### src/mips_exec_defs.svh
`ifndef MIPS_EXEC_DEFS_SVH
`define MIPS_EXEC_DEFS_SVH

`define EXEC_XLEN  32
`define DIV_CYCLES 32

// Major opcodes
`define OP_RTYPE  6'h00
`define OP_REGIMM 6'h01
`define OP_BEQ    6'h04
`define OP_BNE    6'h05
`define OP_BLEZ   6'h06
`define OP_BGTZ   6'h07
`define OP_ADDIU  6'h09
`define OP_SLTI   6'h0a
`define OP_SLTIU  6'h0b
`define OP_ANDI   6'h0c
`define OP_ORI    6'h0d
`define OP_XORI   6'h0e
`define OP_LUI    6'h0f
`define OP_LB     6'h20
`define OP_LH     6'h21
`define OP_LW     6'h23
`define OP_LBU    6'h24
`define OP_LHU    6'h25
`define OP_SB     6'h28
`define OP_SH     6'h29
`define OP_SW     6'h2b

// R-type funct codes
`define FN_SLL    6'h00
`define FN_SRL    6'h02
`define FN_SRA    6'h03
`define FN_SLLV   6'h04
`define FN_SRLV   6'h06
`define FN_SRAV   6'h07
`define FN_MFHI   6'h10
`define FN_MTHI   6'h11
`define FN_MFLO   6'h12
`define FN_MTLO   6'h13
`define FN_MULT   6'h18
`define FN_MULTU  6'h19
`define FN_DIV    6'h1a
`define FN_DIVU   6'h1b
`define FN_ADDU   6'h21
`define FN_SUBU   6'h23
`define FN_AND    6'h24
`define FN_OR     6'h25
`define FN_XOR    6'h26
`define FN_NOR    6'h27
`define FN_SLT    6'h2a
`define FN_SLTU   6'h2b

// REGIMM rt field codes
`define RI_BLTZ   5'h00
`define RI_BGEZ   5'h01
`define RI_BLTZAL 5'h10
`define RI_BGEZAL 5'h11

`endif

### src/mips_exec_pkg.sv
package mips_exec_pkg;

  typedef enum logic [4:0] {
    ALU_NONE, // No result written
    ALU_ADDU,
    ALU_SUBU,
    ALU_AND,
    ALU_OR,
    ALU_XOR,
    ALU_NOR,
    ALU_SLL,
    ALU_SRL,
    ALU_SRA,
    ALU_SLLV,
    ALU_SRLV,
    ALU_SRAV,
    ALU_SLT,
    ALU_SLTU,
    ALU_LUI,
    ALU_MFHI,
    ALU_MFLO
  } alu_op_t;

  typedef enum logic [1:0] {
    IMM_NONE, // Second operand is rt
    IMM_SIGN,
    IMM_ZERO
  } imm_kind_t;

  typedef enum logic [2:0] {
    BR_NONE,
    BR_EQ,
    BR_NE,
    BR_LEZ,
    BR_GTZ,
    BR_LTZ,
    BR_GEZ
  } branch_cond_t;

  typedef enum logic [2:0] {
    MD_NONE,
    MD_MULT,
    MD_MULTU,
    MD_DIV,
    MD_DIVU,
    MD_MTHI,
    MD_MTLO
  } md_op_t;

endpackage

### src/alu_core.sv
`timescale 1ns/1ps
`include "mips_exec_defs.svh"

module alu_core (
  input  logic                     clk,
  input  logic                     reset,
  input  logic                     issue_valid,
  input  mips_exec_pkg::alu_op_t   alu_op,
  input  mips_exec_pkg::imm_kind_t imm_kind,
  input  logic                     illegal,
  input  logic [4:0]               shamt,
  input  logic [15:0]              immediate,
  input  logic [`EXEC_XLEN-1:0]    rs_value,
  input  logic [`EXEC_XLEN-1:0]    rt_value,
  input  logic [`EXEC_XLEN-1:0]    hi,
  input  logic [`EXEC_XLEN-1:0]    lo,
  output logic                     result_valid,
  output logic [`EXEC_XLEN-1:0]    result,
  output logic                     illegal_instr
);

  logic [`EXEC_XLEN-1:0] op_b;
  logic [`EXEC_XLEN-1:0] alu_out;
  logic [4:0]            sh_amt;

  always_comb
  begin
    case (imm_kind)
      mips_exec_pkg::IMM_SIGN: op_b = {{(`EXEC_XLEN-16){immediate[15]}}, immediate};
      mips_exec_pkg::IMM_ZERO: op_b = {{(`EXEC_XLEN-16){1'b0}}, immediate};
      default:                 op_b = rt_value;
    endcase
  end

  // Variable shifts take the low five bits of rs
  always_comb
  begin
    case (alu_op)
      mips_exec_pkg::ALU_SLLV,
      mips_exec_pkg::ALU_SRLV,
      mips_exec_pkg::ALU_SRAV: sh_amt = rs_value[4:0];
      default:                 sh_amt = shamt;
    endcase
  end

  always_comb
  begin
    case (alu_op)
      mips_exec_pkg::ALU_ADDU: alu_out = rs_value + op_b;
      mips_exec_pkg::ALU_SUBU: alu_out = rs_value - op_b;
      mips_exec_pkg::ALU_AND:  alu_out = rs_value & op_b;
      mips_exec_pkg::ALU_OR:   alu_out = rs_value | op_b;
      mips_exec_pkg::ALU_XOR:  alu_out = rs_value ^ op_b;
      mips_exec_pkg::ALU_NOR:  alu_out = ~(rs_value | op_b);
      mips_exec_pkg::ALU_SLL,
      mips_exec_pkg::ALU_SLLV: alu_out = rt_value << sh_amt;
      mips_exec_pkg::ALU_SRL,
      mips_exec_pkg::ALU_SRLV: alu_out = rt_value >> sh_amt;
      mips_exec_pkg::ALU_SRA,
      mips_exec_pkg::ALU_SRAV: alu_out = $signed(rt_value) >>> sh_amt; // Sign bit fills
      mips_exec_pkg::ALU_SLT:
        alu_out = {{(`EXEC_XLEN-1){1'b0}}, ($signed(rs_value) < $signed(op_b))};
      mips_exec_pkg::ALU_SLTU:
        alu_out = {{(`EXEC_XLEN-1){1'b0}}, (rs_value < op_b)};
      mips_exec_pkg::ALU_LUI:  alu_out = {immediate, {(`EXEC_XLEN-16){1'b0}}};
      mips_exec_pkg::ALU_MFHI: alu_out = hi;
      mips_exec_pkg::ALU_MFLO: alu_out = lo;
      default:                 alu_out = '0;
    endcase
  end

  always_ff @(posedge clk)
  begin
    if (reset)
    begin
      result_valid  <= 1'b0;
      illegal_instr <= 1'b0;
    end
    else
    begin
      result_valid  <= issue_valid && (alu_op != mips_exec_pkg::ALU_NONE);
      illegal_instr <= issue_valid && illegal;
    end
  end

  always_ff @(posedge clk)
  begin
    if (issue_valid)
      result <= alu_out;
  end

  // An illegal encoding must never also produce a write
  assert property (@(posedge clk) disable iff (reset) !(result_valid && illegal_instr))
    else $error("result_valid and illegal_instr asserted together");

endmodule

### config.mk
export PLATFORM = sky130hd
export DESIGN_NAME = alu_core
export DESIGN_NICKNAME = d
export VERILOG_FILES = /design/src/mips_exec_pkg.sv /design/src/alu_core.sv
export VERILOG_INCLUDE_DIRS = /design/src /design/src/src
export SDC_FILE = /design/constraint.sdc
export NUM_CORES = 1
export LEC_CHECK = 0
export ABC_CLOCK_PERIOD_IN_PS = 16900
export BUFFER_PORTS_ARGS = -buffer_cell sky130_fd_sc_hd__clkbuf_2
export CAP_MARGIN = 30
export CELL_PAD_IN_SITES_DETAIL_PLACEMENT = 1
export CELL_PAD_IN_SITES_GLOBAL_PLACEMENT = 1
export CORE_MARGIN = 3
export CORE_UTILIZATION = 46
export CTS_BUF_LIST = sky130_fd_sc_hd__clkbuf_8
export DETAILED_ROUTE_END_ITERATION = 10
export GPL_TIMING_DRIVEN = 0
export PLACE_DENSITY_LB_ADDON = 0.1
export SKIP_CTS_REPAIR_TIMING = 1
export SYNTH_ARGS = -nofsm -noshare
export SYNTH_HDL_FRONTEND = slang
export SYNTH_SLANG_ARGS = --single-unit
export TNS_END_PERCENT = 5
### constraint.sdc
create_clock -name clk -period 16.9 [get_ports clk]
set_clock_uncertainty 0.05 [all_clocks]
set_input_delay 5.07 -clock clk [delete_from_list [all_inputs] [get_ports clk]]
set_output_delay 5.07 -clock clk [all_outputs]
set_load 0.01 [all_outputs]
=== After elaboration in Yosys (flattened, before gate mapping) ===
Cells that the tools add are included.

* Bits in registers: 34
* Bits in latches: 0
* RAM bits: 0
* Memory bits (read-only): 0
* Output and inout bits: 34
* Logic and storage cells: 43
* Memories: 0

* Add/sub/neg operators: 2
* Multipliers: 0
* Divide/modulo/power cells: 0
* Order comparisons: 2
* Equality and inequality tests: 19
* Shift operators: 3
* Multiplexer cells: 3
* Bitwise logic cells: 4
* Reductions and logical operators: 7

{| class="wikitable"
|+ Operators with widths
! operator !! count
|-
| $pmux W32 S14 || 1
|-
| $lt A32 B32 Y1 || 2
|-
| $pmux W32 S2 || 1
|-
| $eq A5 B4 Y1 const B || 8
|-
| $add A32 B32 Y32 || 1
|-
| $and A32 B32 Y32 || 1
|-
| $not A32 Y32 || 1
|-
| $or A32 B32 Y32 || 1
|-
| $shl A32 B5 Y32 || 1
|-
| $shr A32 B5 Y32 || 1
|-
| $sshr A32 B5 Y32 || 1
|-
| $sub A32 B32 Y32 || 1
|-
| $xor A32 B32 Y32 || 1
|-
| $eq A5 B3 Y1 const B || 4
|-
| $eq A5 B2 Y1 const B || 2
|-
| $eq A5 B5 Y1 const B || 2
|-
| $reduce_or A2 Y1 || 3
|-
| $eq A5 B1 Y1 const B || 1
|-
| $mux W5 || 1
|-
| $reduce_bool A5 Y1 || 1
|-
| $reduce_or A3 Y1 || 1
|-
| $eq A2 B1 Y1 const B || 1
|-
| $eq A2 B2 Y1 const B || 1
|-
| $logic_and A1 B1 Y1 || 2
|}

=== Logic depth before layout (Yosys ltp) ===
* Depth in word-level cells: 5
* Mapped depth: 19
* Depth with buffers taken out: 17

=== Least setup slack after synthesis ===
OpenSTA, ideal clock, no wires.

* Path type: input -> register
* Start: input port imm_kind[0]
* End: register result[20], data pin
* Setup time: 272 ps
* Arrival: 9004 ps
* Data required time: 16578 ps
* Path slack: 7575 ps
* Stages: 17
* Buffers on the path: 2
* Cell sequence: inv_1 -> ha_1 -> clkbuf_1 -> nor2_1 -> clkbuf_1 -> a22o_1 -> inv_1 -> fa_1 -> nor2b_1 -> o311ai_1 -> a21oi_1 -> a211oi_1 -> nor2_1 -> o41ai_2 -> o221a_2 -> nor2_1 -> or4_1

* Cells in the longest elaborated chain, start to end: 5
* Elaborated cells between the ends (all ways): 10

{| class="wikitable"
|+ RTL lines
! item !! RTL line !! source
|-
| from (decl) || alu_core.sv:9 || <nowiki>input mips_exec_pkg::imm_kind_t imm_kind,</nowiki>
|-
| $eq A2 B2 Y1 or $eq A2 B1 Y1 (tied branches) || alu_core.sv:28 || <nowiki>case (imm_kind)</nowiki>
|-
| $pmux W32 S2 (*) || alu_core.sv:28 ||
|-
| branches (longest 2 deep; another with $sub A32 B32 Y32) || - ||
|-
| $pmux W32 S14 (*) || alu_core.sv:48 || <nowiki>case (alu_op)</nowiki>
|-
| net alu_out[20] || alu_core.sv:23 || <nowiki>logic [`EXEC_XLEN-1:0] alu_out;</nowiki>
|-
| to (signal assigned) || alu_core.sv:89 || <nowiki>result <= alu_out;</nowiki>
|-
| to (decl) || alu_core.sv:18 || <nowiki>output logic [`EXEC_XLEN-1:0] result,</nowiki>
|}

Mark *: on every way through the listed nets, which the timed path passes.
A chain may end at the register's enable or synchronous reset.

=== Final worst setup path ===
* Start: input port imm_kind[0]
* End: register result[31], data pin

Same word-level chain as after synthesis.

==> metrics <==
Root Driver clkbuf_8; grt total ovfl 0; setup TNS 0 ns; post-route ant nets 0; Initial DRC Count 3,256; core footprint 0.0247 mm2; final std cells w/o fill 2,219; number of synthesized flops with an enable pin 32; Seq/Total Area, Yosys between 8 and 9%; largest net degree at the start of global routing 34; worst vdd ir roughly 0.000033 V; Slew @ Worst Pin 1.22 ns; starting density of the core 47.5%; RSZ-0062 raised after global routing no; Final min period approximately 11 ns; P&R area growth vs syn 12.6%; Remaining DRCs 0; clk buf depth 2; fillcell total 3,338; Synth Area per Inst 6.96 um2; Max H-tree Level 2; Arr. time, crit path 11.11 ns; share of the synthesized area in the top cell type a little over a tenth; async set-reset flop share out of synthesis 0%; fin util 53.5%; post-synth top area cell ha_1; share of layout cells above drive strength 1 between 10% and 20%; achievable clock frequency 89.4 MHz; headroom to the max-slew limit a little under a fifth; Synth Flop Type edfxtp_1; drt wl/cell 33.9 um; largest fanout on the critical path 10; first drt pass iteration count 8; required time of the worst setup path between 15 and 20 ns; CTS sink count 34; num ports 194; Final period util approximately 66%; routed vias/inst 7.67; height of the die 166 um; CTS Buf Count 5; # port buffers around 190; vias in the first global route ~17,000; Pleak 5.79 nW; Synth area leaders ha_1 (11%), mux2i_1 (10%), edfxtp_1 (8.2%); die width 166 um; cell total after placement approximately 2,200; post-DP HPWL between 60,000 and 70,000 um; final hold viol count 0; vias between 15,000 and 20,000; Max-Cap Viols 0; distinct cell type count after synthesis between 80 and 90; Worst Hold Class in2reg; status finished, final reports clean; setup violators final 0; synthesized area 0.0118 mm2; GRT Total Usage slightly above 50%; commonest non-fill, non-tap cell in the layout clkbuf_2; PD cells between 60 and 70 mW/mm2; first-pass GRT wire length between 100,000 and 150,000 um; initial antenna violation count 5; GPL Wtd Cong around 1.2; Cells after Synth approximately 1,700; Seq cells post-synth 34; syn_nets between 1,500 and 2,000; CP endpoint kind flop; Startpoint Class input port; Rows 57; Slew Limit Fails 0; synth warn 0; CTS tree done; clk slew on worst S/H paths roughly 0.11 ns; most frequent cells in the layout clkbuf_2 (189), nor2_1 (149), nand2_1 (145), a21oi_1 (133), mux2i_1 (117); drt total wl around 75,000 um; Setup Crit Path Kind in2reg; fin nets 2,154; full die area ~0.028 mm2; Total Power between 0.0008 and 0.0009 W
[cells by family (layout without fill, tap and decap cells)]
| group | after synthesis | after routing | synth area share [%] |
|---|---|---|---|
| buffers and inverters | 246 | 449 | 8.59 |
| other | 0 | 3 | 0 |
| AOI/OAI and AO/OA | 633 | 633 | 37.3 |
| xor gates and xnor gates | 8 | 8 | 0.596 |
| and+or+nand+nor | 517 | 517 | 20.9 |
| adders and majority gates | 103 | 103 | 11.1 |
| muxes | 148 | 148 | 13.0 |
| DFF | 34 | 34 | 8.51 |
[Yosys cell counts (30+ instances only)]
library cell and instances:
mux2i_1 117, a221oi_1 37, edfxtp_1 32, nand3_1 54, o211ai_1 46, clkbuf_1 93, o21ai_0 101, mux2_2 30
nand2_1 145, a211oi_1 36, a21oi_1 133, inv_1 106, ha_1 101, nor3_1 43, nor2_1 149
[power breakdown]
group	internal, W	switching (W)
Sequential	0.000109	0.00000353
Clock	0.0000280	0.0000425
Combinational	0.000189	0.000431
[path summary, 6_finish.rpt]
check / from / depth (start not counted) / endpoint
setup / recovery: imm_kind[0] / 20 / result[31]$_DFFE_PP_
hold / removal: illegal / 3 / illegal_instr$_SDFF_PP0_
[flip-flops by register name, indices dropped and copies added (netlist names)]
name and flops:
illegal_instr 1, result 32, result_valid 1
[metrics by stage]
step,hold slack (ns),worst slack (ns),cell area (um2)
global placement,5.22,5.66,13100
CTS,4.89,6.08,13200
finish,4.88,5.72,13200
global route,4.91,5.31,13200
detailed placement,5.24,5.76,13100
floorplan,5.13,7.57,11800
[per-layer routing]
layer	wire length [um]	vias to the layer above	GRT usage [%]
met3	11700	497	18.9
met1	26100	8021	63.3
met2	30400	1654	76.5
met4	7000	8	33.5
li1	-	6833	-
met5	61	-	0
[worst max-delay path, stage by stage]
cell       delay, ns
clkbuf_2        0.12
inv_1           0.05
ha_1            0.28
clkbuf_1        0.20
nor2_1          0.51
clkbuf_1        0.41
nand2_1         0.10
o21ai_0         0.32
inv_1           0.17
ha_1            0.36
clkbuf_1        0.36
and4_1          0.31
nand3_1         0.08
a21oi_1         0.41
o2111ai_1       0.26
a211oi_1        0.50
o221ai_1        0.43
a2111oi_0       0.65
mux2_2          0.26
o221ai_1        0.23
[area by class of cell]
cell class	instances	area (um2)	share of cell area, %
diodes	3	7.51	0.0567
plain buffers	138	606	4.57
clock buffers	5	68.8	0.519
clock inverters	3	12.5	0.0944
inverters	108	405	3.06
multi-input cells	1409	9760	73.6
flip-flops and latches	34	1000	7.56
well taps	324	405	3.06
repair buffers	195	985	7.43
Note: power is estimated with default switching activity, not from simulation.
