### src/mips_exec_defs.svh
`ifndef MIPS_EXEC_DEFS_SVH
`define MIPS_EXEC_DEFS_SVH

`define EXEC_XLEN  32
`define DIV_CYCLES 32

// Major opcodes
`define OP_RTYPE  6'h00
`define OP_REGIMM 6'h01
`define OP_BEQ    6'h04
`define OP_BNE    6'h05
`define OP_BLEZ   6'h06
`define OP_BGTZ   6'h07
`define OP_ADDIU  6'h09
`define OP_SLTI   6'h0a
`define OP_SLTIU  6'h0b
`define OP_ANDI   6'h0c
`define OP_ORI    6'h0d
`define OP_XORI   6'h0e
`define OP_LUI    6'h0f
`define OP_LB     6'h20
`define OP_LH     6'h21
`define OP_LW     6'h23
`define OP_LBU    6'h24
`define OP_LHU    6'h25
`define OP_SB     6'h28
`define OP_SH     6'h29
`define OP_SW     6'h2b

// R-type funct codes
`define FN_SLL    6'h00
`define FN_SRL    6'h02
`define FN_SRA    6'h03
`define FN_SLLV   6'h04
`define FN_SRLV   6'h06
`define FN_SRAV   6'h07
`define FN_MFHI   6'h10
`define FN_MTHI   6'h11
`define FN_MFLO   6'h12
`define FN_MTLO   6'h13
`define FN_MULT   6'h18
`define FN_MULTU  6'h19
`define FN_DIV    6'h1a
`define FN_DIVU   6'h1b
`define FN_ADDU   6'h21
`define FN_SUBU   6'h23
`define FN_AND    6'h24
`define FN_OR     6'h25
`define FN_XOR    6'h26
`define FN_NOR    6'h27
`define FN_SLT    6'h2a
`define FN_SLTU   6'h2b

// REGIMM rt field codes
`define RI_BLTZ   5'h00
`define RI_BGEZ   5'h01
`define RI_BLTZAL 5'h10
`define RI_BGEZAL 5'h11

`endif

### src/hilo_regs.sv
`timescale 1ns/1ps
`include "mips_exec_defs.svh"

module hilo_regs (
  input  logic                  clk,
  input  logic                  reset,
  input  logic                  hilo_we,
  input  logic                  write_hi_only,
  input  logic                  write_lo_only,
  input  logic [`EXEC_XLEN-1:0] hi_next,
  input  logic [`EXEC_XLEN-1:0] lo_next,
  output logic [`EXEC_XLEN-1:0] hi,
  output logic [`EXEC_XLEN-1:0] lo
);

  // Architectural HI and LO
  always_ff @(posedge clk)
  begin
    if (reset)
    begin
      hi <= '0;
      lo <= '0;
    end
    else if (hilo_we)
    begin
      if (!write_lo_only)
        hi <= hi_next; // MTLO leaves HI alone
      if (!write_hi_only)
        lo <= lo_next;
    end
  end

endmodule

### config.mk
export PLATFORM = sky130hd
export DESIGN_NAME = hilo_regs
export DESIGN_NICKNAME = d
export VERILOG_FILES = /design/src/hilo_regs.sv
export VERILOG_INCLUDE_DIRS = /design/src /design/src/src
export SDC_FILE = /design/constraint.sdc
export NUM_CORES = 1
export LEC_CHECK = 0
export BUFFER_PORTS_ARGS = -buffer_cell sky130_fd_sc_hd__buf_2
export CAP_MARGIN = 20
export CORE_MARGIN = 4
export CORE_UTILIZATION = 51
export CTS_CLUSTER_DIAMETER = 60
export DETAILED_ROUTE_END_ITERATION = 8
export PLACE_DENSITY = 0.93
export SYNTH_ARGS = -nofsm -noshare
export SYNTH_HDL_FRONTEND = slang
export SYNTH_SLANG_ARGS = --single-unit
### constraint.sdc
create_clock -name clk -period 1.75 [get_ports clk]
set_input_delay 0.175 -clock clk [delete_from_list [all_inputs] [get_ports clk]]
set_output_delay 0.175 -clock clk [all_outputs]
set_load 0.03 [all_outputs]
Yosys cells after proc, flatten, opt, wreduce, memory -nomap -nowiden
Index checks and enable logic that the tools add are counted.
- bits in read-only memories: 0
- register bits: 64
- bits of input ports: 69
- bits in latches: 0
- logic and storage cells: 6
- memories kept: 0
- output and inout port bits: 64
- bits in writable memories: 0
- shift operators: 0
- $add $sub $neg: 0
- $lt $le $gt $ge: 0
- equal/unequal tests: 0
- bitwise logic cells: 2
- $mul: 0
- divide/modulo/power cells: 0
- reduce and logical (&&, ||, !) cells: 2
- muxes and demuxes: 0
- operator list (operator ; number):
    2-bit AND reduction ; 2
    1-bit NOT ; 2

Depth between registers and ports, before layout
Gate-level depths: netlist (run 1).
- depth in word-level cells: 2
- depth in mapped cells: 4
- depth with buffers taken out: 2

Worst setup path after synthesis (run 1)
OpenSTA, ideal clock, no wires.
- kind: flip-flop to flip-flop
- start point: reg hi[31] (netlist name)
- end point: reg hi[31]
- arrival: 0.682 ns
- path buffers: 0
- data required time: 1.683 ns
- clock period less this slack: 0.750 ns
- setup slack: 1.000 ns
- library setup time: 0.067 ns
- stages on the path, launching flop included: 3
- path through: dfxtp_1 > nand2b_1 > o21ai_2
- RTL lines (what ; line ; source):
    end signal, assigned ; hilo_regs.sv:27 ; hi <= hi_next;
    end, declared ; hilo_regs.sv:12 ; output logic [`EXEC_XLEN-1:0] hi,

Final worst setup path (run 1)
- start point: reg hi[30]
- end point: out hi[30]
No word-level cell between the ends.

==> flow_summary.ini, run 1 <==
[outcome]
status = finished, final reports clean

[sta]
fmax_mhz = 887
rsz0062_at_grt = false
setup_viol = 0
skew_ns = 0
setup_ws_ns = 0.623
fin_tns_setup_ns = 0
min_period_ns = 1.13
slew_violations = 0
hold_viol = 0
tightest_slew_ns = 0.514
fin_crit_sh_pct = 64.4
slew_headroom_pct = 65.8

[final_layout]
postLayoutCoreUtil_pct = 67.3
multi_input_comb_area_um2 = 1530
nFillCells = 447
syn2layout_area_growth_pct = 24.3
antenna_cells = 0
fin_nets = 476
seq_area_um2 = 1280
drive_gt1_share_pct = 40.5

[cts]
cts_tree = done
cts_made_buffers = 9
clk_transition_reported_paths_ns = 0.08
cts_root_buf = clkbuf_8
cts_max_level = 3
cts_buffer_depth = 2
cts_setup_buffers = 0
postCtsResizedCells = 0
clock_sinks = 64
ctsHoldBuffers = 0
clk_latency_ns = 0.34

[logic_synthesis]
yosys_warnings = 0
synth_area_per_cell_um2 = 10.6
yosys-top-cells-area = dfxtp_1 42%, nand4bb_1 23%, nand2b_1 11%
synthCells = 291
yosys_register_bits = 64
synth_flop_cell = dfxtp_1
synth_edf_count = 0
synth.distinct_cells = 13
synth_common_cells = 64 x dfxtp_1, 64 x nand4bb_1, 62 x o21ai_1
netlist_area_um2 = 3070
synth_top_area_share_pct = 41.7
ys_seq_area_share_pct = 41.7
ys_async_sr_fraction_pct = 0
yosys.area.top_type = dfxtp_1
syn_nets = 360

[worst_setup_path]
critPathTopFamily = flip-flops
path_cells = buf_2
arrival_ns = 0.95
cp_num_buf_inv = 1
cp_slowest_cell = dfxtp_1
worstSetupPathType = flip-flop to output port
critical_path_required_ns = 1.57
path_max_fanout = 2
critical_path.max_stage_delay_ns = 0.39
endpoint_kind = output port
worstSetupStartpointType = flip-flop

[route]
drcViolationCount = 0
antenna_left = 0
wl_per_cell_um = 15.2
first_pass_iters = 4
drt_iter0_drc = 102
via_per_inst = 5.37
num_vias = 2598
drt_wl_total_mm = 7.35

[floorplanning]
num_io_pins = 133
die-area_um2 = 7330
start_util_pct = 54.1
die_w_um = 85.6
coreArea_um2 = 5680
rows = 27
die_h_um = 85.6

[global_routing]
grt_pass1_wl_mm = 11.9
grt_use_total_pct = 20.0
grt-ovfl-total = 0
grt_max_degree = 75
grt_pass1_vias = 2505
antenna_found_initial = 0

[power_and_ir_drop]
p_per_area_nw_per_um2 = 894
leakage_nw = 1.65
ir_drop_mv = 0.529

[placement]
gp_congestion = 0.752
port_buffers = 132
pre_cts_slack_ns = 0.568
hpwl_mm = 5.14

[flow_run]
cap_violations = 0

[hold_path]
min-delay-path-class = input pin to flip-flop
## layer usage
metal | track usage [%] | part of all wire (%) | vias up
met5 | 0 | 0 | -
met4 | 9.21 | 1.7 | 0
met3 | 6.63 | 10 | 13
met2 | 32.1 | 46 | 112
met1 | 24.2 | 42 | 1197
li1 | - | - | 1276
## placed cells by master, fill, tap and decap left out
master	Yosys	final
bufinv_16	0	1
clkinv_2	0	2
buf_2	4	132
o21ai_1	62	62
nand2b_1	55	55
clkinvlp_4	0	2
dfxtp_1	64	64
nand4bb_1	64	64
clkbuf_8	0	11
nand2b_4	9	9
buf_4	7	6
nor2b_2	2	2
o21ai_2	2	2
## stage by stage
stage / cell area, um2 / std cells / power [mW] / hold WS [ns]
6_report: 3820 / 484 / 3.41 / 0.103
5_1_grt: 3820 / 484 / 3.56 / 0.0968
4_1_cts: 3820 / 484 / 3.45 / 0.0874
3_5_place_dp: 3610 / 468 / 2.15 / 0.445
3_3_place_gp: 3610 / 468 / 2.14 / 0.435
2_1_floorplan: 3070 / 291 / 2.00 / 0.341
## layout make-up
cell class / instances / area share [%]
Multi-Input combinational cell: 194 / 40.2
Sequential cell: 64 / 33.6
Timing Repair Buffer: 138 / 18.5
Clock buffer: 11 / 3.97
Tap cell: 72 / 2.36
Clock inverter: 5 / 1.44
## where the power goes
part / switching [mW] / internal (mW)
clock: 0.561 / 0.730
sequential: 0.0419 / 1.53
combinational: 0.323 / 0.227
## path summary, 6_finish.rpt
check	cells after the start	to	slack, ns	startpoint
setup / recovery	1	hi[30]	0.62	hi[30]$_SDFFE_PP0P_
hold / removal	3	lo[31]$_SDFFE_PP0P_	0.10	lo_next[31]
setup reg to reg	2	lo[0]$_SDFFE_PP0P_	1.13	lo[0]$_SDFFE_PP0P_
hold reg to reg	2	lo[12]$_SDFFE_PP0P_	0.46	lo[12]$_SDFFE_PP0P_
## flip-flops by register name, indices dropped and copies added (netlist names)
signal and cells:
hi 32, lo 32
## logic make-up after synthesis
family / Yosys count / synth area share, %
compound gates: 64 / 10.7
buf+inv: 33 / 8.31
flops: 64 / 41.7
simple gates: 130 / 39.3
Power figures use the tool's default switching activity.
==> run 2: changes to the inputs <==
--- a/config.mk
+++ b/config.mk
@@ -6,13 +6,14 @@
 export SDC_FILE = /design/constraint.sdc
 export NUM_CORES = 1
 export LEC_CHECK = 0
+export ABC_AREA = 1
 export BUFFER_PORTS_ARGS = -buffer_cell sky130_fd_sc_hd__buf_2
 export CAP_MARGIN = 20
 export CORE_MARGIN = 4
-export CORE_UTILIZATION = 51
+export CORE_UTILIZATION = 42
 export CTS_CLUSTER_DIAMETER = 60
 export DETAILED_ROUTE_END_ITERATION = 8
-export PLACE_DENSITY = 0.93
+export PLACE_DENSITY = 0.84
 export SYNTH_ARGS = -nofsm -noshare
 export SYNTH_HDL_FRONTEND = slang
 export SYNTH_SLANG_ARGS = --single-unit
==> constraint.sdc (replaced) <==
create_clock -name clk -period 1 [get_ports clk]
set_input_delay 0.1 -clock clk [delete_from_list [all_inputs] [get_ports clk]]
set_output_delay 0.1 -clock clk [all_outputs]
set_load 0.03 [all_outputs]
==> run 2 against run 1 <==
Compared with the run above: clock power increased by 57%; sequential power increased by 78%; final cell count increased by 29%; routed wire length decreased by 4.0%; critical endpoint is now lo[12]; largest cell class is now registers.
==> flow_summary.ini, run 2 <==
[final_layout]
drive_gt1_share_pct = 29.6
reg_top3 = hi (32), lo (32)
final_cells = 624
stdcell_area_um2 = 3720
layout_commonest_cell = nor2_1
antenna_cells = 0
final_cell_mix = 128 x nor2_1, 116 x buf_2
syn2layout_area_growth_pct = 31.1
fin_nets = 611

[cts]
cts_root_buf = clkbuf_8
clk_latency_ns = 0.32
clk_transition_reported_paths_ns = 0.07
cts_made_buffers = 9
cts_max_level = 3
cts_buffer_depth = 2
cts_tree = done
ctsHoldBuffers = 0
clock_sinks = 64
cts_setup_buffers = 0
postCtsResizedCells = 0

[logic_synthesis]
ys_async_sr_fraction_pct = 0
synth.distinct_cells = 10
yosys_register_bits = 64
yosys-top-cells-area = dfxtp_1 45%, nor2_1 17%, nand3_1 11%
ys_seq_area_share_pct = 45.1
synth_top_family_by_area = simple AND/OR/NAND/NOR gates
synth_flop_cell = dfxtp_1
synth_compound_area_share_pct = 0
synth_edf_count = 0
yosys_warnings = 0
yosys.area.top_type = dfxtp_1
synthMuxAreaShare_pct = 0
synth_area_per_cell_um2 = 6.84
synth.most_common_cell = nor2_1
synth_common_cells = 128 x nor2_1, 64 x dfxtp_1, 64 x inv_1, 64 x nand2_1, 64 x nand3_1
synthSimpleGateAreaFrac_pct = 37.4
netlist_area_um2 = 2840
synth-xor-area-share_pct = 0
synthCells = 415
synth_top_area_share_pct = 45.1
syn_nets = 484
synthAdderAreaFrac_pct = 0

[placement]
port_buffers = 132
dp_cells = 608
gp_congestion = 0.751
hpwl_mm = 5.01
placed_area_um2 = 3500
pre_cts_slack_ns = 0.0808

[sta]
whs_ns = 0.0750
tightest_slew_ns = 0.277
setup_ws_ns = 0.0333
skew_ns = 0
fin_crit_sh_pct = 96.7
slew_violations = 0
setup_viol = 0
min_period_ns = 0.967
fmax_mhz = 1030
slew_headroom_pct = 81.5
fin_tns_setup_ns = 0
hold_viol = 0
rsz0062_at_grt = false

[floorplanning]
die-area_um2 = 8140
die_h_um = 90.2
num_io_pins = 133
start_util_pct = 44.0
rows = 29
die_w_um = 90.2
coreArea_um2 = 6460

[flow_run]
cap_violations = 0

[worst_setup_path]
cp_slowest_cell = dfxtp_1
worstSetupStartpointType = flip-flop
critical_path_required_ns = 0.90
critical_path.max_stage_delay_ns = 0.34
worstSetupPathType = flip-flop to output port
cp_num_buf_inv = 1
path_cells = buf_2
endpoint_kind = output port
critPathTopFamily = flip-flops
path_max_fanout = 2
arrival_ns = 0.87

[global_routing]
grt_use_total_pct = 17.4
grt-ovfl-total = 0
grt_max_degree = 65
antenna_found_initial = 0
grt_pass1_wl_mm = 11.9
grt_pass1_vias = 2798

[route]
drcViolationCount = 0
antenna_left = 0
first_pass_iters = 4
num_vias = 2808
wl_per_cell_um = 11.3
via_per_inst = 4.50
drt_wl_total_mm = 7.06
drt_iter0_drc = 74

[power_and_ir_drop]
leakage_nw = 2.17
ir_drop_mv = 0.821
p_per_area_nw_per_um2 = 1640

[outcome]
status = finished, final reports clean

[hold_path]
min-delay-path-class = input pin to flip-flop
run 2: cell count changes after synthesis, sizes merged:
cell	delta
nor2b	-2
nand3	+64
o21ai	-64
inv	+68
nor2	+130
buf	+2
clkbuf	-10
nand2	+64
nand4bb	-64
nand2b	-64
run 2: cell type report:
class / instances / area (um2)
clock buffer: 13 / 169
timing repair buffer: 141 / 843
clock inverter: 3 / 15.0
multi-input combinational: 258 / 1060
fill: 600 / 2740
tap: 77 / 96.3
sequential: 64 / 1280
inverter: 68 / 255
run 2: metal layers:
metal  vias up  wire [um]  global-route usage (%)
met4         0        112                    7.91
met1      1223       2940                    18.4
met5         -          0                       0
met2        98       3330                    30.6
li1       1477          -                       -
met3        10        677                    6.68
run 2: worst paths after layout:
check,start,end,slack [ns],cells past startpoint
worst max-delay path,lo[12]$_SDFFE_PP0P_,lo[12],0.03,1
worst min-delay path,hi_next[1],hi[1]$_SDFFE_PP0P_,0.07,5
worst max register to register,hi[0]$_SDFFE_PP0P_,hi[0]$_SDFFE_PP0P_,0.41,2
worst min register to register,hi[17]$_SDFFE_PP0P_,hi[17]$_SDFFE_PP0P_,0.48,2
run 2: cells by family after synthesis:
group | Yosys count
and+or+nand+nor | 258
buffers and inverters | 93
DFF | 64
run 2: stage by stage:
stage | util, % | total power [mW]
floorplan | - | 3.72
global placement | 54.2 | 4.07
global route | 57.7 | 6.40
CTS | 57.0 | 6.13
detailed placement | 54.2 | 4.10
finish | 57.7 | 6.09
run 2: report_power, final:
| part | leakage, nW | internal, mW | total [mW] | switching (mW) |
|---|---|---|---|---|
| combinational | 1.54 | 0.454 | 1.25 | 0.801 |
| clock | 0.0992 | 1.09 | 2.03 | 0.938 |
| sequential | 0.528 | 2.72 | 2.80 | 0.0827 |
| total | 2.17 | 4.27 | 6.09 | 1.82 |
==> run 3: changes to the inputs <==
--- a/config.mk
+++ b/config.mk
@@ -7,13 +7,13 @@
 export NUM_CORES = 1
 export LEC_CHECK = 0
 export ABC_AREA = 1
-export BUFFER_PORTS_ARGS = -buffer_cell sky130_fd_sc_hd__buf_2
 export CAP_MARGIN = 20
 export CORE_MARGIN = 4
-export CORE_UTILIZATION = 42
+export CORE_UTILIZATION = 56
 export CTS_CLUSTER_DIAMETER = 60
 export DETAILED_ROUTE_END_ITERATION = 8
-export PLACE_DENSITY = 0.84
+export DONT_BUFFER_PORTS = 1
+export PLACE_DENSITY = 0.82
 export SYNTH_ARGS = -nofsm -noshare
 export SYNTH_HDL_FRONTEND = slang
 export SYNTH_SLANG_ARGS = --single-unit
==> run 3 against run 2 <==
Compared with the run above: routed wire length up 26%; register-to-register slack lost 0.06 ns; die area decreased by 23%; sequential power about the same; clock skew unchanged; clock power grew 19%; non-clock buffer count decreased by 7; worst hold slack worse by 0.061 ns; via count rose by 6.4%; combinational power increased by 7%; core utilization is 28 points higher; cell area up 11%; largest power group unchanged; highest routed layer unchanged.
==> flow_summary.ini, run 3 (synthesis results as in run 2) <==
[sta]
hold_viol = 0
fmax_mhz = 1030
slew_headroom_pct = 67.4
fin_crit_sh_pct = 97.4
whs_ns = 0.0140
slew_violations = 0
tightest_slew_ns = 0.489
min_period_ns = 0.974
skew_ns = 0
setup_viol = 0

[global_routing]
grt_max_degree = 58
grt-ovfl-total = 0
antenna_found_initial = 0
grt_pass1_vias = 3029
grt_use_total_pct = 29.1
grt_pass1_wl_mm = 14.1

[power_and_ir_drop]
p_per_area_nw_per_um2 = 1600
p_clk_share_pct = 36.8
p_sw_mw = 1.89
pwr-share-comb_pct = 20.3
leakage_nw = 2.06
ir_drop_mv = 0.978
internal-power_mw = 4.69
sequentialPowerShare_pct = 42.9
power.share.switching_pct = 28.7

[route]
first_pass_iters = 5
m1WireLength_mm = 3.29
drt_iter0_drc = 168
num_vias = 2988
antenna_left = 0
dr_wl_met3_um = 737
top_layer_used = met4
via_per_inst = 4.92
drt_wl_total_mm = 8.86
drcViolationCount = 0
wl_met2_mm = 4.59
wl_per_cell_um = 14.6

[worst_setup_path]
critPathTopFamily = flip-flops
arrival_ns = 0.87
worstSetupPathType = flip-flop to output port
worstSetupStartpointType = flip-flop
path_cells = buf_4
endpoint_kind = output port
critical_path_required_ns = 0.90
path_max_fanout = 2
critical_path.max_stage_delay_ns = 0.36
cp_slowest_cell = dfxtp_1
cp_num_buf_inv = 1

[placement]
dp_cells = 529
placed_area_um2 = 3260
port_buffers = 0
hpwl_mm = 4.55
gp_congestion = 0.731

[flow_run]
cap_violations = 0

[final_layout]
nFillCells = 281
antenna_cells = 0
reg_top3 = hi (32), lo (32)
final_cells = 607
fin_nets = 604
stdcell_area_um2 = 4120
syn2layout_area_growth_pct = 45.0
layout_commonest_cell = nor2_1
postLayoutCoreUtil_pct = 85.5
final_cell_mix = 128 x nor2_1, 65 x buf_4
drive_gt1_share_pct = 17.2

[cts]
cts_root_buf = clkbuf_8
cts_tree = done
cts_buffer_depth = 2
clock_sinks = 64
cts_made_buffers = 9
cts_setup_buffers = 0
clk_latency_ns = 0.34
clk_transition_reported_paths_ns = 0.07
cts_max_level = 3

[floorplanning]
start_util_pct = 59.0
die-area_um2 = 6280
num_io_pins = 133
coreArea_um2 = 4820
die_w_um = 79.2
rows = 25
die_h_um = 79.2

[hold_path]
min-delay-path-class = input pin to flip-flop

[outcome]
status = finished, final reports clean
-- run 3: cell types whose count changed in the layout (fill, tap and decap cells not counted) --
cell            change
bufinv_16           +1
clkinv_2            -2
clkbuf_8            +1
buf_6               +4
dlygate4sd3_1      +61
buf_4              +56
dlymetal6s4s_1      +1
clkbuf_4           -10
buf_12              -3
buf_2             -116
-- run 3: routing by layer --
metal | GRT usage [%] | vias to the layer above
li1 | - | 1462
met1 | 31.0 | 1360
met2 | 53.9 | 142
met3 | 7.14 | 24
met4 | 12.9 | 0
met5 | 0 | -
-- run 3: per-stage QoR --
step	setup slack (ns)	power, mW	TNS, ns
2_1_floorplan	0.288	3.72	0
3_3_place_gp	0.324	3.97	0
3_5_place_dp	0.289	4.00	0
4_1_cts	0.0141	6.53	0
5_1_grt	-0.00264	6.84	-0.00264
6_report	0.0256	6.58	0
-- run 3: final timing paths --
path / from / to / slack [ns] / cells past startpoint
max: lo[15]$_SDFFE_PP0P_ / lo[15] / 0.03 / 1
min: hi_next[27] / hi[27]$_SDFFE_PP0P_ / 0.01 / 4
max reg2reg: lo[11]$_SDFFE_PP0P_ / lo[11]$_SDFFE_PP0P_ / 0.35 / 2
min reg2reg: hi[3]$_SDFFE_PP0P_ / hi[3]$_SDFFE_PP0P_ / 0.49 / 2
-- run 3: layout make-up --
class	instances	area, um2	share of cell area, %
multi-input combinational	258	1060	25.8
inverter	68	255	6.20
sequential	64	1280	31.1
clock inverter	2	35.0	0.851
clock buffer	14	183	4.44
timing repair buffer	134	1220	29.5
tap	67	83.8	2.04
-- run 3: power groups by stage --
stage / sequential [mW] / combinational [mW] / clock, mW
after floorplan: 3.19 / 0.522 / 0
after global placement: 2.86 / 1.11 / 0
after detailed placement: 2.87 / 1.14 / 0
after CTS: 2.81 / 1.29 / 2.43
after global routing: 2.84 / 1.45 / 2.55
final: 2.82 / 1.34 / 2.42
-- run 3: worst reg2reg max path: cells and delay by family, from the launching register on --
kind / cells / cell delay (ns)
flip-flops: 1 / 0.33
AND/OR/NAND/NOR: 2 / 0.22
-- run 3: timing repair --
| action | in CTS | in global routing |
|---|---|---|
| setup endpoints to repair | 0 | 10 |
| resized for setup | 0 | 5 |
| hold buffers | 62 | 0 |
| endpoints found under the hold margin | 64 | 0 |
