`src/mips_exec_defs.svh`:
```
`ifndef MIPS_EXEC_DEFS_SVH
`define MIPS_EXEC_DEFS_SVH

`define EXEC_XLEN  32
`define DIV_CYCLES 32

// Major opcodes
`define OP_RTYPE  6'h00
`define OP_REGIMM 6'h01
`define OP_BEQ    6'h04
`define OP_BNE    6'h05
`define OP_BLEZ   6'h06
`define OP_BGTZ   6'h07
`define OP_ADDIU  6'h09
`define OP_SLTI   6'h0a
`define OP_SLTIU  6'h0b
`define OP_ANDI   6'h0c
`define OP_ORI    6'h0d
`define OP_XORI   6'h0e
`define OP_LUI    6'h0f
`define OP_LB     6'h20
`define OP_LH     6'h21
`define OP_LW     6'h23
`define OP_LBU    6'h24
`define OP_LHU    6'h25
`define OP_SB     6'h28
`define OP_SH     6'h29
`define OP_SW     6'h2b

// R-type funct codes
`define FN_SLL    6'h00
`define FN_SRL    6'h02
`define FN_SRA    6'h03
`define FN_SLLV   6'h04
`define FN_SRLV   6'h06
`define FN_SRAV   6'h07
`define FN_MFHI   6'h10
`define FN_MTHI   6'h11
`define FN_MFLO   6'h12
`define FN_MTLO   6'h13
`define FN_MULT   6'h18
`define FN_MULTU  6'h19
`define FN_DIV    6'h1a
`define FN_DIVU   6'h1b
`define FN_ADDU   6'h21
`define FN_SUBU   6'h23
`define FN_AND    6'h24
`define FN_OR     6'h25
`define FN_XOR    6'h26
`define FN_NOR    6'h27
`define FN_SLT    6'h2a
`define FN_SLTU   6'h2b

// REGIMM rt field codes
`define RI_BLTZ   5'h00
`define RI_BGEZ   5'h01
`define RI_BLTZAL 5'h10
`define RI_BGEZAL 5'h11

`endif

```
`src/mips_exec_pkg.sv`:
```
package mips_exec_pkg;

  typedef enum logic [4:0] {
    ALU_NONE, // No result written
    ALU_ADDU,
    ALU_SUBU,
    ALU_AND,
    ALU_OR,
    ALU_XOR,
    ALU_NOR,
    ALU_SLL,
    ALU_SRL,
    ALU_SRA,
    ALU_SLLV,
    ALU_SRLV,
    ALU_SRAV,
    ALU_SLT,
    ALU_SLTU,
    ALU_LUI,
    ALU_MFHI,
    ALU_MFLO
  } alu_op_t;

  typedef enum logic [1:0] {
    IMM_NONE, // Second operand is rt
    IMM_SIGN,
    IMM_ZERO
  } imm_kind_t;

  typedef enum logic [2:0] {
    BR_NONE,
    BR_EQ,
    BR_NE,
    BR_LEZ,
    BR_GTZ,
    BR_LTZ,
    BR_GEZ
  } branch_cond_t;

  typedef enum logic [2:0] {
    MD_NONE,
    MD_MULT,
    MD_MULTU,
    MD_DIV,
    MD_DIVU,
    MD_MTHI,
    MD_MTLO
  } md_op_t;

endpackage

```
`src/branch_unit.sv`:
```
`timescale 1ns/1ps
`include "mips_exec_defs.svh"

module branch_unit (
  input  logic                        clk,
  input  logic                        reset,
  input  logic                        issue_valid,
  input  mips_exec_pkg::branch_cond_t branch_cond,
  input  logic [`EXEC_XLEN-1:0]       rs_value,
  input  logic [`EXEC_XLEN-1:0]       rt_value,
  output logic                        branch_valid,
  output logic                        branch_taken
);

  logic rs_neg;
  logic rs_zero;
  logic taken;

  assign rs_neg  = rs_value[`EXEC_XLEN-1];
  assign rs_zero = (rs_value == '0);

  always_comb
  begin
    case (branch_cond)
      mips_exec_pkg::BR_EQ:  taken = (rs_value == rt_value);
      mips_exec_pkg::BR_NE:  taken = (rs_value != rt_value);
      mips_exec_pkg::BR_LEZ: taken = rs_neg || rs_zero;
      mips_exec_pkg::BR_GTZ: taken = !rs_neg && !rs_zero;
      mips_exec_pkg::BR_LTZ: taken = rs_neg;
      mips_exec_pkg::BR_GEZ: taken = !rs_neg;
      default:               taken = 1'b0;
    endcase
  end

  always_ff @(posedge clk)
  begin
    if (reset)
    begin
      branch_valid <= 1'b0;
      branch_taken <= 1'b0;
    end
    else
    begin
      branch_valid <= issue_valid && (branch_cond != mips_exec_pkg::BR_NONE);
      branch_taken <= issue_valid && taken; // Low whenever no branch issued
    end
  end

endmodule

```
`config.mk`:
```
export PLATFORM = sky130hd
export DESIGN_NAME = branch_unit
export DESIGN_NICKNAME = d
export VERILOG_FILES = /design/src/mips_exec_pkg.sv /design/src/branch_unit.sv
export VERILOG_INCLUDE_DIRS = /design/src /design/src/src
export SDC_FILE = /design/constraint.sdc
export NUM_CORES = 1
export LEC_CHECK = 0
export ABC_AREA = 0
export BUFFER_PORTS_ARGS = -buffer_cell sky130_fd_sc_hd__buf_4
export CAP_MARGIN = 10
export CORE_MARGIN = 2
export CORE_UTILIZATION = 33
export CTS_CLUSTER_SIZE = 28
export DETAILED_ROUTE_END_ITERATION = 16
export PLACE_DENSITY = 0.95
export SLEW_MARGIN = 20
export SYNTH_ARGS = -nofsm -noshare
export SYNTH_HDL_FRONTEND = slang
export SYNTH_SLANG_ARGS = --single-unit
```
`constraint.sdc`:
```
create_clock -name clk -period 3.85 [get_ports clk]
set_clock_uncertainty 0.1 [all_clocks]
set_input_delay 0.385 -clock clk [delete_from_list [all_inputs] [get_ports clk]]
set_output_delay 0.385 -clock clk [all_outputs]
set_load 0.02 [all_outputs]
```
Word level (Yosys, flattened, before mapping)
Cells that the tools add are included.
Operators by class
  mux-type cells: 1
  equal/unequal tests: 8
  reduce and logical (&&, ||, !) cells: 8
Operators with widths (number)
  == test 32 bit: 1
  logical NOT 32 bit: 1
  inequality test 32 bit: 1
  == test 3 bit, second input constant: 3
  == test 3 x 2 -> 1 bit, second input constant: 2
  one-hot mux 1 bit (6 select lines): 1
  == test 3 x 1 -> 1 bit, second input constant: 1
  logical AND 1 bit: 3
  nonzero test 3 bit: 1
  logical NOT 1 bit: 2
  logical OR 1 bit: 1
Storage, ports and cells
  input bits: 70
  bits in registers: 2
  word-level logic and storage cells: 19

Longest topological paths before layout
Gate-level depths: netlist of the first run.
  depth after elaboration: 5
  mapped depth: 5
  depth with buffers taken out: 5

Least setup slack after synthesis of the first run
OpenSTA, ideal clock, no wires.
  path type: input port to flip-flop
  start point: input port rs_value[24]
  end point: register branch_taken
  slack: 2243 ps
  stages: 5
  data required time: 3628 ps
  data arrival time: 1385 ps
  buffers on the path: 0
  cell sequence: nor4_1 -> nand4_1 -> or4_1 -> nand3_1 -> nor3b_1
Between the ends
  cells in the longest elaborated chain, start to end: 5
  elaborated cells on any way between the ends: 8
  those cells by class: 2 x eq/ne; 1 x mux; 5 x reduce/logical
RTL lines
  start, declared: RTL line branch_unit.sv:9  | input logic [`EXEC_XLEN-1:0] rs_value,
  logical NOT 32 bit: RTL line branch_unit.sv:20  | assign rs_zero = (rs_value == '0);
  logical NOT 1 bit: RTL line branch_unit.sv:28  | mips_exec_pkg::BR_GTZ: taken = !rs_neg && !rs_zero;
  logical AND 1 bit: RTL line branch_unit.sv:28
  one-hot mux 1 bit (6 select lines) (*): RTL line branch_unit.sv:24  | case (branch_cond)
  logical AND 1 bit (*): RTL line branch_unit.sv:45  | branch_taken <= issue_valid && taken;
  end signal, assigned: RTL line branch_unit.sv:45
  end, declared: RTL line branch_unit.sv:12  | output logic branch_taken
Mark *: on every way between the ends. The rest lies on a longest branch, timed or not.
A chain may end at the register's enable or synchronous reset.

Worst setup path in the final report of the first run
  start point: input port rs_value[23]
  end point: register branch_taken
Same word-level chain as after synthesis.

==> results.md, run 1 <==
* Max-slew headroom at 74.7%
* Routed wire per std cell at 13.8 um
* Asr flop ratio synth at 0%
* TritonCTS sink count at 2
* WL final at 2200 um
* Final Hold Fails at 0
* Initial DRC Count at 16
* # IOs at 72
* Tcrit/Tclk final at 44.0%
* Final Critical Period at 1.69 ns
* Worst Path Required at 3.87 ns
* Share of synthesized area spent on multiplexers at 0%
* Share of layout cells above drive strength 1 at 51.7%
* Post-synth cell types at 15
* Data arrival, critical path at 1.71 ns
* Hold Worst Slack at 0.235 ns
* Post-Synth Adder-Cell Area at 0%
* Die Y at 44.1 um
* Peak VDD IR at 79.3 uV
* Global-route wire length before repair at 3600 um
* Die area at 1940 um2
* Post-synth EDFFs at 0
* Buf/Inv on CP at 1
* Hold path depth at 2
* Synth Area per Inst at 7.69 um2
* CP peak stage delay at 0.52 ns
* All-Layer GR Usage at 24.7%
* CTS tree: done
* FF+latch count, synth at 2
* Main combinational cell family by area after synthesis: XOR/XNOR gates
* Sequential share of the synthesized area at 7.55%
* Final Setup Violations at 0
* Num CTS Buffers at 3
* Top cells by count, synth: xnor2_1, nand4_1, nor4_1
* Worst Setup Start Kind: primary input
* Top FF cell, synth: dfxtp_1
* Resized Gates After CTS at 0
* Compound-cell area share of the yosys netlist at 5.42%
* Synth Instances at 69
* Core area at 1510 um2
* Worst-path fanout max at 2
* Synth Area in XOR/XNOR at 52.8%
* CTS Hold Bufs at 0
* Critical-path cell list: buf_4 -> nor4_1 -> nand4_1 -> or4_1 -> nand3_1 -> nor3b_1
* DR vias at 855
* CTS Buffer Depth at 2
* Final core occ at 73.4%
* Final cell count without fillers at 159
* Initial core utilization at 35.2%
* Area growth syn-to-layout at 108%
* Crit end category: flip-flop
* CP Depth at 6
* Dominant cell type by area after synthesis: xnor2_1
* Routed vias/inst at 5.38
* Worst-path clk slew at 0.03 ns
* Vias in the first global route at 901
* Post-route DRC at 0
* Antenna Cells at 0
* Syn_nets at 139
* Setup TNS at 0 ns
* Cell at the slowest stage of the critical path: or4_1
* Slew @ Worst Pin at 0.375 ns
* Initial antenna violation count at 0
* Post-synth top area share at 52.8%
* Crit path kind: in -> reg
* Post-Synth Simple-Gate Area at 33.5%
* FMAX at 590 MHz
* IO Port Bufs at 71
* Row cnt at 14
* RSZ-0062 raised after global routing: false
* Hold crit path type: in -> reg
* Final Max Tran Viols at 0
* Status: finished, final reports clean
* Ys Warns at 0
* Layout net count at 215
* Leak at 0.471 nW
* Top cells by area, synth: xnor2_1, nand4_1, nor4_1
* Count leader, synth: xnor2_1
* Final GP Congestion at 0.784
* H-tree levels at 1
* Die Wd at 44.1 um
* Post-CTS setup buffer count at 0
* First-pass DRT Iterations at 4
* CP delay by family, top: simple AND/OR/NAND/NOR gates
* DP HPWL at 1990 um
* ANT nets after route at 0
* Global route overflow at 0
* Max cap viols at 0
* Post-Synthesis Cell Area at 531 um2
* Largest net degree at the start of global routing at 6
* Inst Count DP at 156
* Root buffer cell: clkbuf_4
* Power density cells at 166 nW/um2
-- registers in the layout (all words and copies together), names as in the netlist --
name,count
branch_taken,1
branch_valid,1
-- final cells by class --
class,instances,area (um2)
Fill cell,116,400
Sequential cell,2,40.0
Multi-Input combinational cell,66,487
Timing Repair Buffer,71,533
Inverter,1,3.75
Clock buffer,3,22.5
Tap cell,16,20.0
-- cell families (layout without fill, tap and decap cells) --
family | Yosys count | count (layout)
compound gates | 4 | 4
xor+xnor | 32 | 32
buf+inv | 1 | 75
flops | 2 | 2
simple gates | 30 | 30
-- worst paths after layout --
path                                      end          from
worst min-delay path  branch_valid$_SDFF_PP0_         reset
worst max-delay path  branch_taken$_SDFF_PP0_  rs_value[23]
-- per-stage QoR --
| stage | instance area, um2 | power (mW) | setup WS [ns] |
|---|---|---|---|
| after global routing | 1110 | 0.194 | 1.99 |
| after floorplan | 531 | 0.0609 | 2.24 |
| after detailed placement | 1080 | 0.134 | 1.94 |
| after global placement | 1080 | 0.132 | 1.92 |
| final | 1110 | 0.184 | 2.16 |
| after CTS | 1110 | 0.184 | 2.18 |
-- cells in the final DEF (no fill, tap or decap) --
cell type and count:
buf_4 71, xnor2_1 32, nor4_1 10, nand4_1 10, clkbuf_4 3, nand2_1 2, nor2_1 2, nor3b_1 2
nand3_1 2, dfxtp_1 2, inv_1 1, o2111ai_1 1, or4_1 1, o21ai_0 1, nor3_1 1, o21a_1 1
a211oi_1 1
-- power breakdown --
group,leakage [nW],switching [mW],internal (mW),total (mW)
combinational,0.441,0.0391,0.0725,0.112
sequential,0.0165,0.000309,0.0220,0.0223
clock,0.0138,0.0151,0.0346,0.0497
total,0.471,0.0546,0.129,0.184
-- per-layer routing --
metal | global-route usage (%) | vias up | part of all wire, % | wire (um)
met5 | 0 | - | 0 | 0
met4 | 9.70 | 0 | 3.5 | 78
li1 | - | 410 | - | -
met2 | 46.5 | 54 | 52 | 1150
met3 | 9.80 | 10 | 10 | 223
met1 | 23.6 | 381 | 34 | 749
No activity file was read; power rests on OpenSTA's default activity.
==> run 2: changes to the inputs <==
- CORE_UTILIZATION: 33 -> 30
- PLACE_DENSITY: 0.95 -> 0.89
- clock period: 3.85 -> 1.75 ns (I/O delays scaled with it)
==> run 2 against run 1 <==
Power increased by 120%. Critical path type unchanged. Routed wire length increased by 0.27%. Final cell count increased by 0.63%. Largest cell class unchanged. Highest routed layer unchanged. Combinational power increased by 120%. Non-clock buffer count unchanged.
==> results.md, run 2 (synthesized netlist as in run 1, its figures left out) <==
* # IOs at 72
* FMAX at 666 MHz
* Leak at 0.471 nW
* Die Wd at 46.1 um
* Final GP Congestion at 0.881
* Final Setup Violations at 0
* Peak VDD IR at 133 uV
* Commonest non-fill, non-tap cell in the layout: buf_4
* Routed vias/inst at 5.21
* Row cnt at 15
* Global route overflow at 0
* Worst Path Required at 1.76 ns
* Initial DRC Count at 22
* Post-CTS setup buffer count at 0
* Crit end category: flip-flop
* DP HPWL at 2040 um
* CTS tree: done
* Final Max Tran Viols at 0
* Tcrit/Tclk final at 85.8%
* Data arrival, critical path at 1.51 ns
* Area growth syn-to-layout at 109%
* Initial antenna violation count at 0
* DR vias at 833
* Hold crit path type: in -> reg
* Post-route DRC at 0
* Vias in the first global route at 867
* Status: finished, final reports clean
* WL final at 2200 um
* Worst Setup Start Kind: primary input
* Setup TNS at 0 ns
* Max cap viols at 0
* Commonest non-fill, non-tap cells in the layout: buf_4, xnor2_1, nor4_1, nand4_1, clkbuf_4
* All-Layer GR Usage at 21.3%
* Num CTS Buffers at 3
* Share of layout cells above drive strength 1 at 51.7%
* Root buffer cell: clkbuf_4
* Crit path kind: in -> reg
* Largest net degree at the start of global routing at 6
* Routed wire per std cell at 13.8 um
* Initial core utilization at 31.4%
* Worst-path fanout max at 2
* Final Hold Fails at 0
* CTS Buffer Depth at 2
* Fillers at 160
* Power density cells at 363 nW/um2
* TritonCTS sink count at 2
* Antenna Cells at 0
* Worst-path clk slew at 0.03 ns
* Overall Power at 0.402 mW
* RSZ-0062 raised after global routing: false
* Die area at 2120 um2
* Global-route wire length before repair at 3330 um
* Max-slew headroom at 73.5%
* IO Port Bufs at 71
* Die Y at 46.1 um
* Final Critical Period at 1.50 ns
* First-pass DRT Iterations at 4
* ANT nets after route at 0
* H-tree levels at 1
* Layout net count at 215
* Resized Gates After CTS at 0
* CTS Hold Bufs at 0
* Slew @ Worst Pin at 0.394 ns
* Core area at 1690 um2
* Largest registers: branch_taken x1, branch_valid x1
[run 2: cell counts in the layout (fill, tap and decap cells not counted)]
Identical to the previous run, type by type.
[run 2: power breakdown]
part / internal [mW] / switching, mW / total (mW)
clock network: 0.0759 / 0.0304 / 0.106
registers: 0.0484 / 0.000652 / 0.0490
logic: 0.159 / 0.0869 / 0.246
total: 0.284 / 0.118 / 0.402
[run 2: worst paths after layout]
| kind | startpoint | endpoint | slack [ns] | cells past startpoint |
|---|---|---|---|---|
| hold / removal | reset | branch_valid$_SDFF_PP0_ | 0.03 | 2 |
| setup / recovery | rs_value[23] | branch_taken$_SDFF_PP0_ | 0.25 | 6 |
[run 2: stage by stage]
step                util, %  instances  hold WS, ns  setup slack, ns  area, um2
floorplan                 -         69        0.164            0.353        531
global placement       64.2        157        0.262           0.0652       1080
detailed placement     64.2        157        0.273           0.0540       1080
CTS                    65.6        160       0.0278            0.294       1110
global route           65.6        160       0.0416            0.199       1110
finish                 65.6        160       0.0342            0.248       1110
[run 2: layer usage]
layer,up-vias,track usage (%),part of all wire (%)
met5,-,0,0
met2,57,41.9,54
met3,6,1.96,8.9
met4,0,5.14,1.5
li1,410,-,-
met1,360,23.8,35
[run 2: layout make-up]
| cell class | count | area, um2 | share of cell area, % |
|---|---|---|---|
| Timing Repair Buffer | 71 | 533 | 48.1 |
| Multi-Input combinational cell | 66 | 487 | 44.0 |
| Sequential cell | 2 | 40.0 | 3.62 |
| Clock buffer | 3 | 22.5 | 2.03 |
| Tap cell | 17 | 21.3 | 1.92 |
| Inverter | 1 | 3.75 | 0.339 |
[run 2: critical path: stages]
cell and delay [ns]:
buf_4 0.12, nor4_1 0.37, nand4_1 0.17, or4_1 0.53, nand3_1 0.10, nor3b_1 0.05
==> run 3: changes to the inputs <==
- SETUP_SLACK_MARGIN: default -> 0.3
==> run 3 against run 2 <==
First-iteration DRC count rose by 18%. Final area up 5.2%. Final cell count unchanged. Sequential cell count unchanged. Critical path type unchanged. Fmax grew 12%. Global-route usage unchanged. Largest cell class is now multi-input gates. Clock power hardly changed. Sequential power about the same. Combinational power increased by 5%. Non-clock buffer count did not move. Sequential share of layout area is 0.18 points lower. Critical endpoint unchanged. Highest routed layer unchanged. Die area is the same.
==> results.md, run 3 (synthesized netlist as in run 1, its figures left out) <==
* ANT nets after route at 0
* Leak at 0.478 nW
* Inst Count DP at 157
* FMAX at 743 MHz
* Max-slew headroom at 73.9%
* Layout net count at 215
* Power density cells at 354 nW/um2
* Setup TNS at 0 ns
* CTS tree: done
* Core area at 1690 um2
* RSZ-0062 raised after global routing: false
* Peak VDD IR at 141 uV
* Hold crit path type: in -> reg
* Slew @ Worst Pin at 0.388 ns
* Final Setup Violations at 0
* Internal Pwr Total at 0.287 mW
* Dpl ws at 0.0540 ns
* # IOs at 72
* Largest net degree at the start of global routing at 6
* Area growth syn-to-layout at 120%
* Worst Setup Start Kind: primary input
* CTS Buffer Depth at 2
* Die area at 2120 um2
* DP HPWL at 2040 um
* Switching part of the total at 30.3%
* Num CTS Buffers at 3
* First-pass DRT Iterations at 4
* Post-route setup slack at 0.405 ns
* Final Max Tran Viols at 0
* Routed vias/inst at 5.21
* Logic pwr share at 62.7%
* Crit end category: flip-flop
* Met3 GRT Util at 2.75%
* TritonCTS sink count at 2
* Initial DRC Count at 26
* Max cap viols at 0
* Post-route cell area at 1160 um2
* Final cell count without fillers at 160
* Psw at 0.125 mW
* Post-route DRC at 0
* Data arrival, critical path at 1.35 ns
* GR Layer Usage met2 at 41.4%
* Hold endpoint: branch_valid$_SDFF_PP0_
* Largest registers: branch_taken x1, branch_valid x1
* Final GP Congestion at 0.881
* Row cnt at 15
* Crit path kind: in -> reg
* Global-route wire length before repair at 3330 um
* Clock share of power at 25.4%
* Final Hold Fails at 0
* Global route overflow at 0
* Commonest non-fill, non-tap cell in the layout: buf_4
* Antenna Cells at 0
* Fillers at 152
* Die Y at 46.1 um
* Commonest non-fill, non-tap cells in the layout: buf_4, xnor2_1, nand4_1
* Seq pwr share at 11.9%
* Vias in the first global route at 871
* WL final at 2220 um
* Routed wire per std cell at 13.9 um
* Initial antenna violation count at 0
* Final core occ at 69.0%
* All-Layer GR Usage at 21.3%
* Hold path depth at 2
* Worst Path Required at 1.75 ns
* Post-DP Area at 1080 um2
* Worst-path clk slew at 0.03 ns
* Final Critical Period at 1.35 ns
* DR vias at 833
* Share of layout cells above drive strength 1 at 55.2%
* Root buffer cell: clkbuf_4
* Met1 usage at 23.4%
* Tcrit/Tclk final at 76.9%
* IO Port Bufs at 71
* H-tree levels at 1
* Initial core utilization at 31.4%
* Gr busiest metal: met2
* Status: finished, final reports clean
* Die Wd at 46.1 um
* Hold Startpoint: reset
* Worst-path fanout max at 5
run 3: cell count changes in the layout (fill, tap and decap cells not counted):
cell,before,now
nor4_4,0,3
nor4_2,0,2
nor4_1,10,5
run 3: worst max-delay path, stage by stage:
cell and delay (ns):
buf_4 0.14, nor4_2 0.27, nand4_1 0.14, or4_1 0.49
nand3_1 0.10, nor3b_1 0.05
run 3: timing repair:
| action | CTS | global route |
|---|---|---|
| setup buffers | 0 | 0 |
| pin swaps | 0 | 3 |
| hold buffers | 0 | 0 |
| setup endpoints to repair | 1 | 1 |
| resized for setup | 1 | 7 |
| gates cloned | 0 | 0 |
run 3: layout make-up:
| type | count | area, um2 | area share, % |
|---|---|---|---|
| Clock buffer | 3 | 22.5 | 1.93 |
| Inverter | 1 | 3.75 | 0.322 |
| Multi-Input combinational cell | 66 | 544 | 46.7 |
| Sequential cell | 2 | 40.0 | 3.44 |
| Tap cell | 17 | 21.3 | 1.83 |
| Timing Repair Buffer | 71 | 533 | 45.8 |
run 3: worst max-delay path by stage:
stage,from,to
4_1_cts,rs_value[15],branch_taken$_SDFF_PP0_
3_3_place_gp,rs_value[15],branch_taken$_SDFF_PP0_
2_1_floorplan,rs_value[24],branch_taken$_SDFF_PP0_
6_report,rs_value[31],branch_taken$_SDFF_PP0_
3_5_place_dp,rs_value[23],branch_taken$_SDFF_PP0_
5_1_grt,rs_value[31],branch_taken$_SDFF_PP0_
run 3: layer usage:
layer  vias up  wire length, um
met5         -                0
met4         0               35
met3         6              223
met2        62             1210
met1       357              747
li1        408                -
run 3: stage by stage:
stage / power [mW] / hold WS, ns
after global placement: 0.291 / 0.262
after global routing: 0.436 / 0.0436
after floorplan: 0.134 / 0.164
final: 0.412 / 0.0374
after detailed placement: 0.296 / 0.273
after CTS: 0.409 / 0.0278
run 3: power groups by stage:
stage | clock network [mW] | logic, mW | registers [mW]
after detailed placement | 0 | 0.247 | 0.0496
after CTS | 0.111 | 0.249 | 0.0490
after global placement | 0 | 0.241 | 0.0495
final | 0.105 | 0.258 | 0.0490
after floorplan | 0 | 0.0815 | 0.0526
after global routing | 0.108 | 0.279 | 0.0490
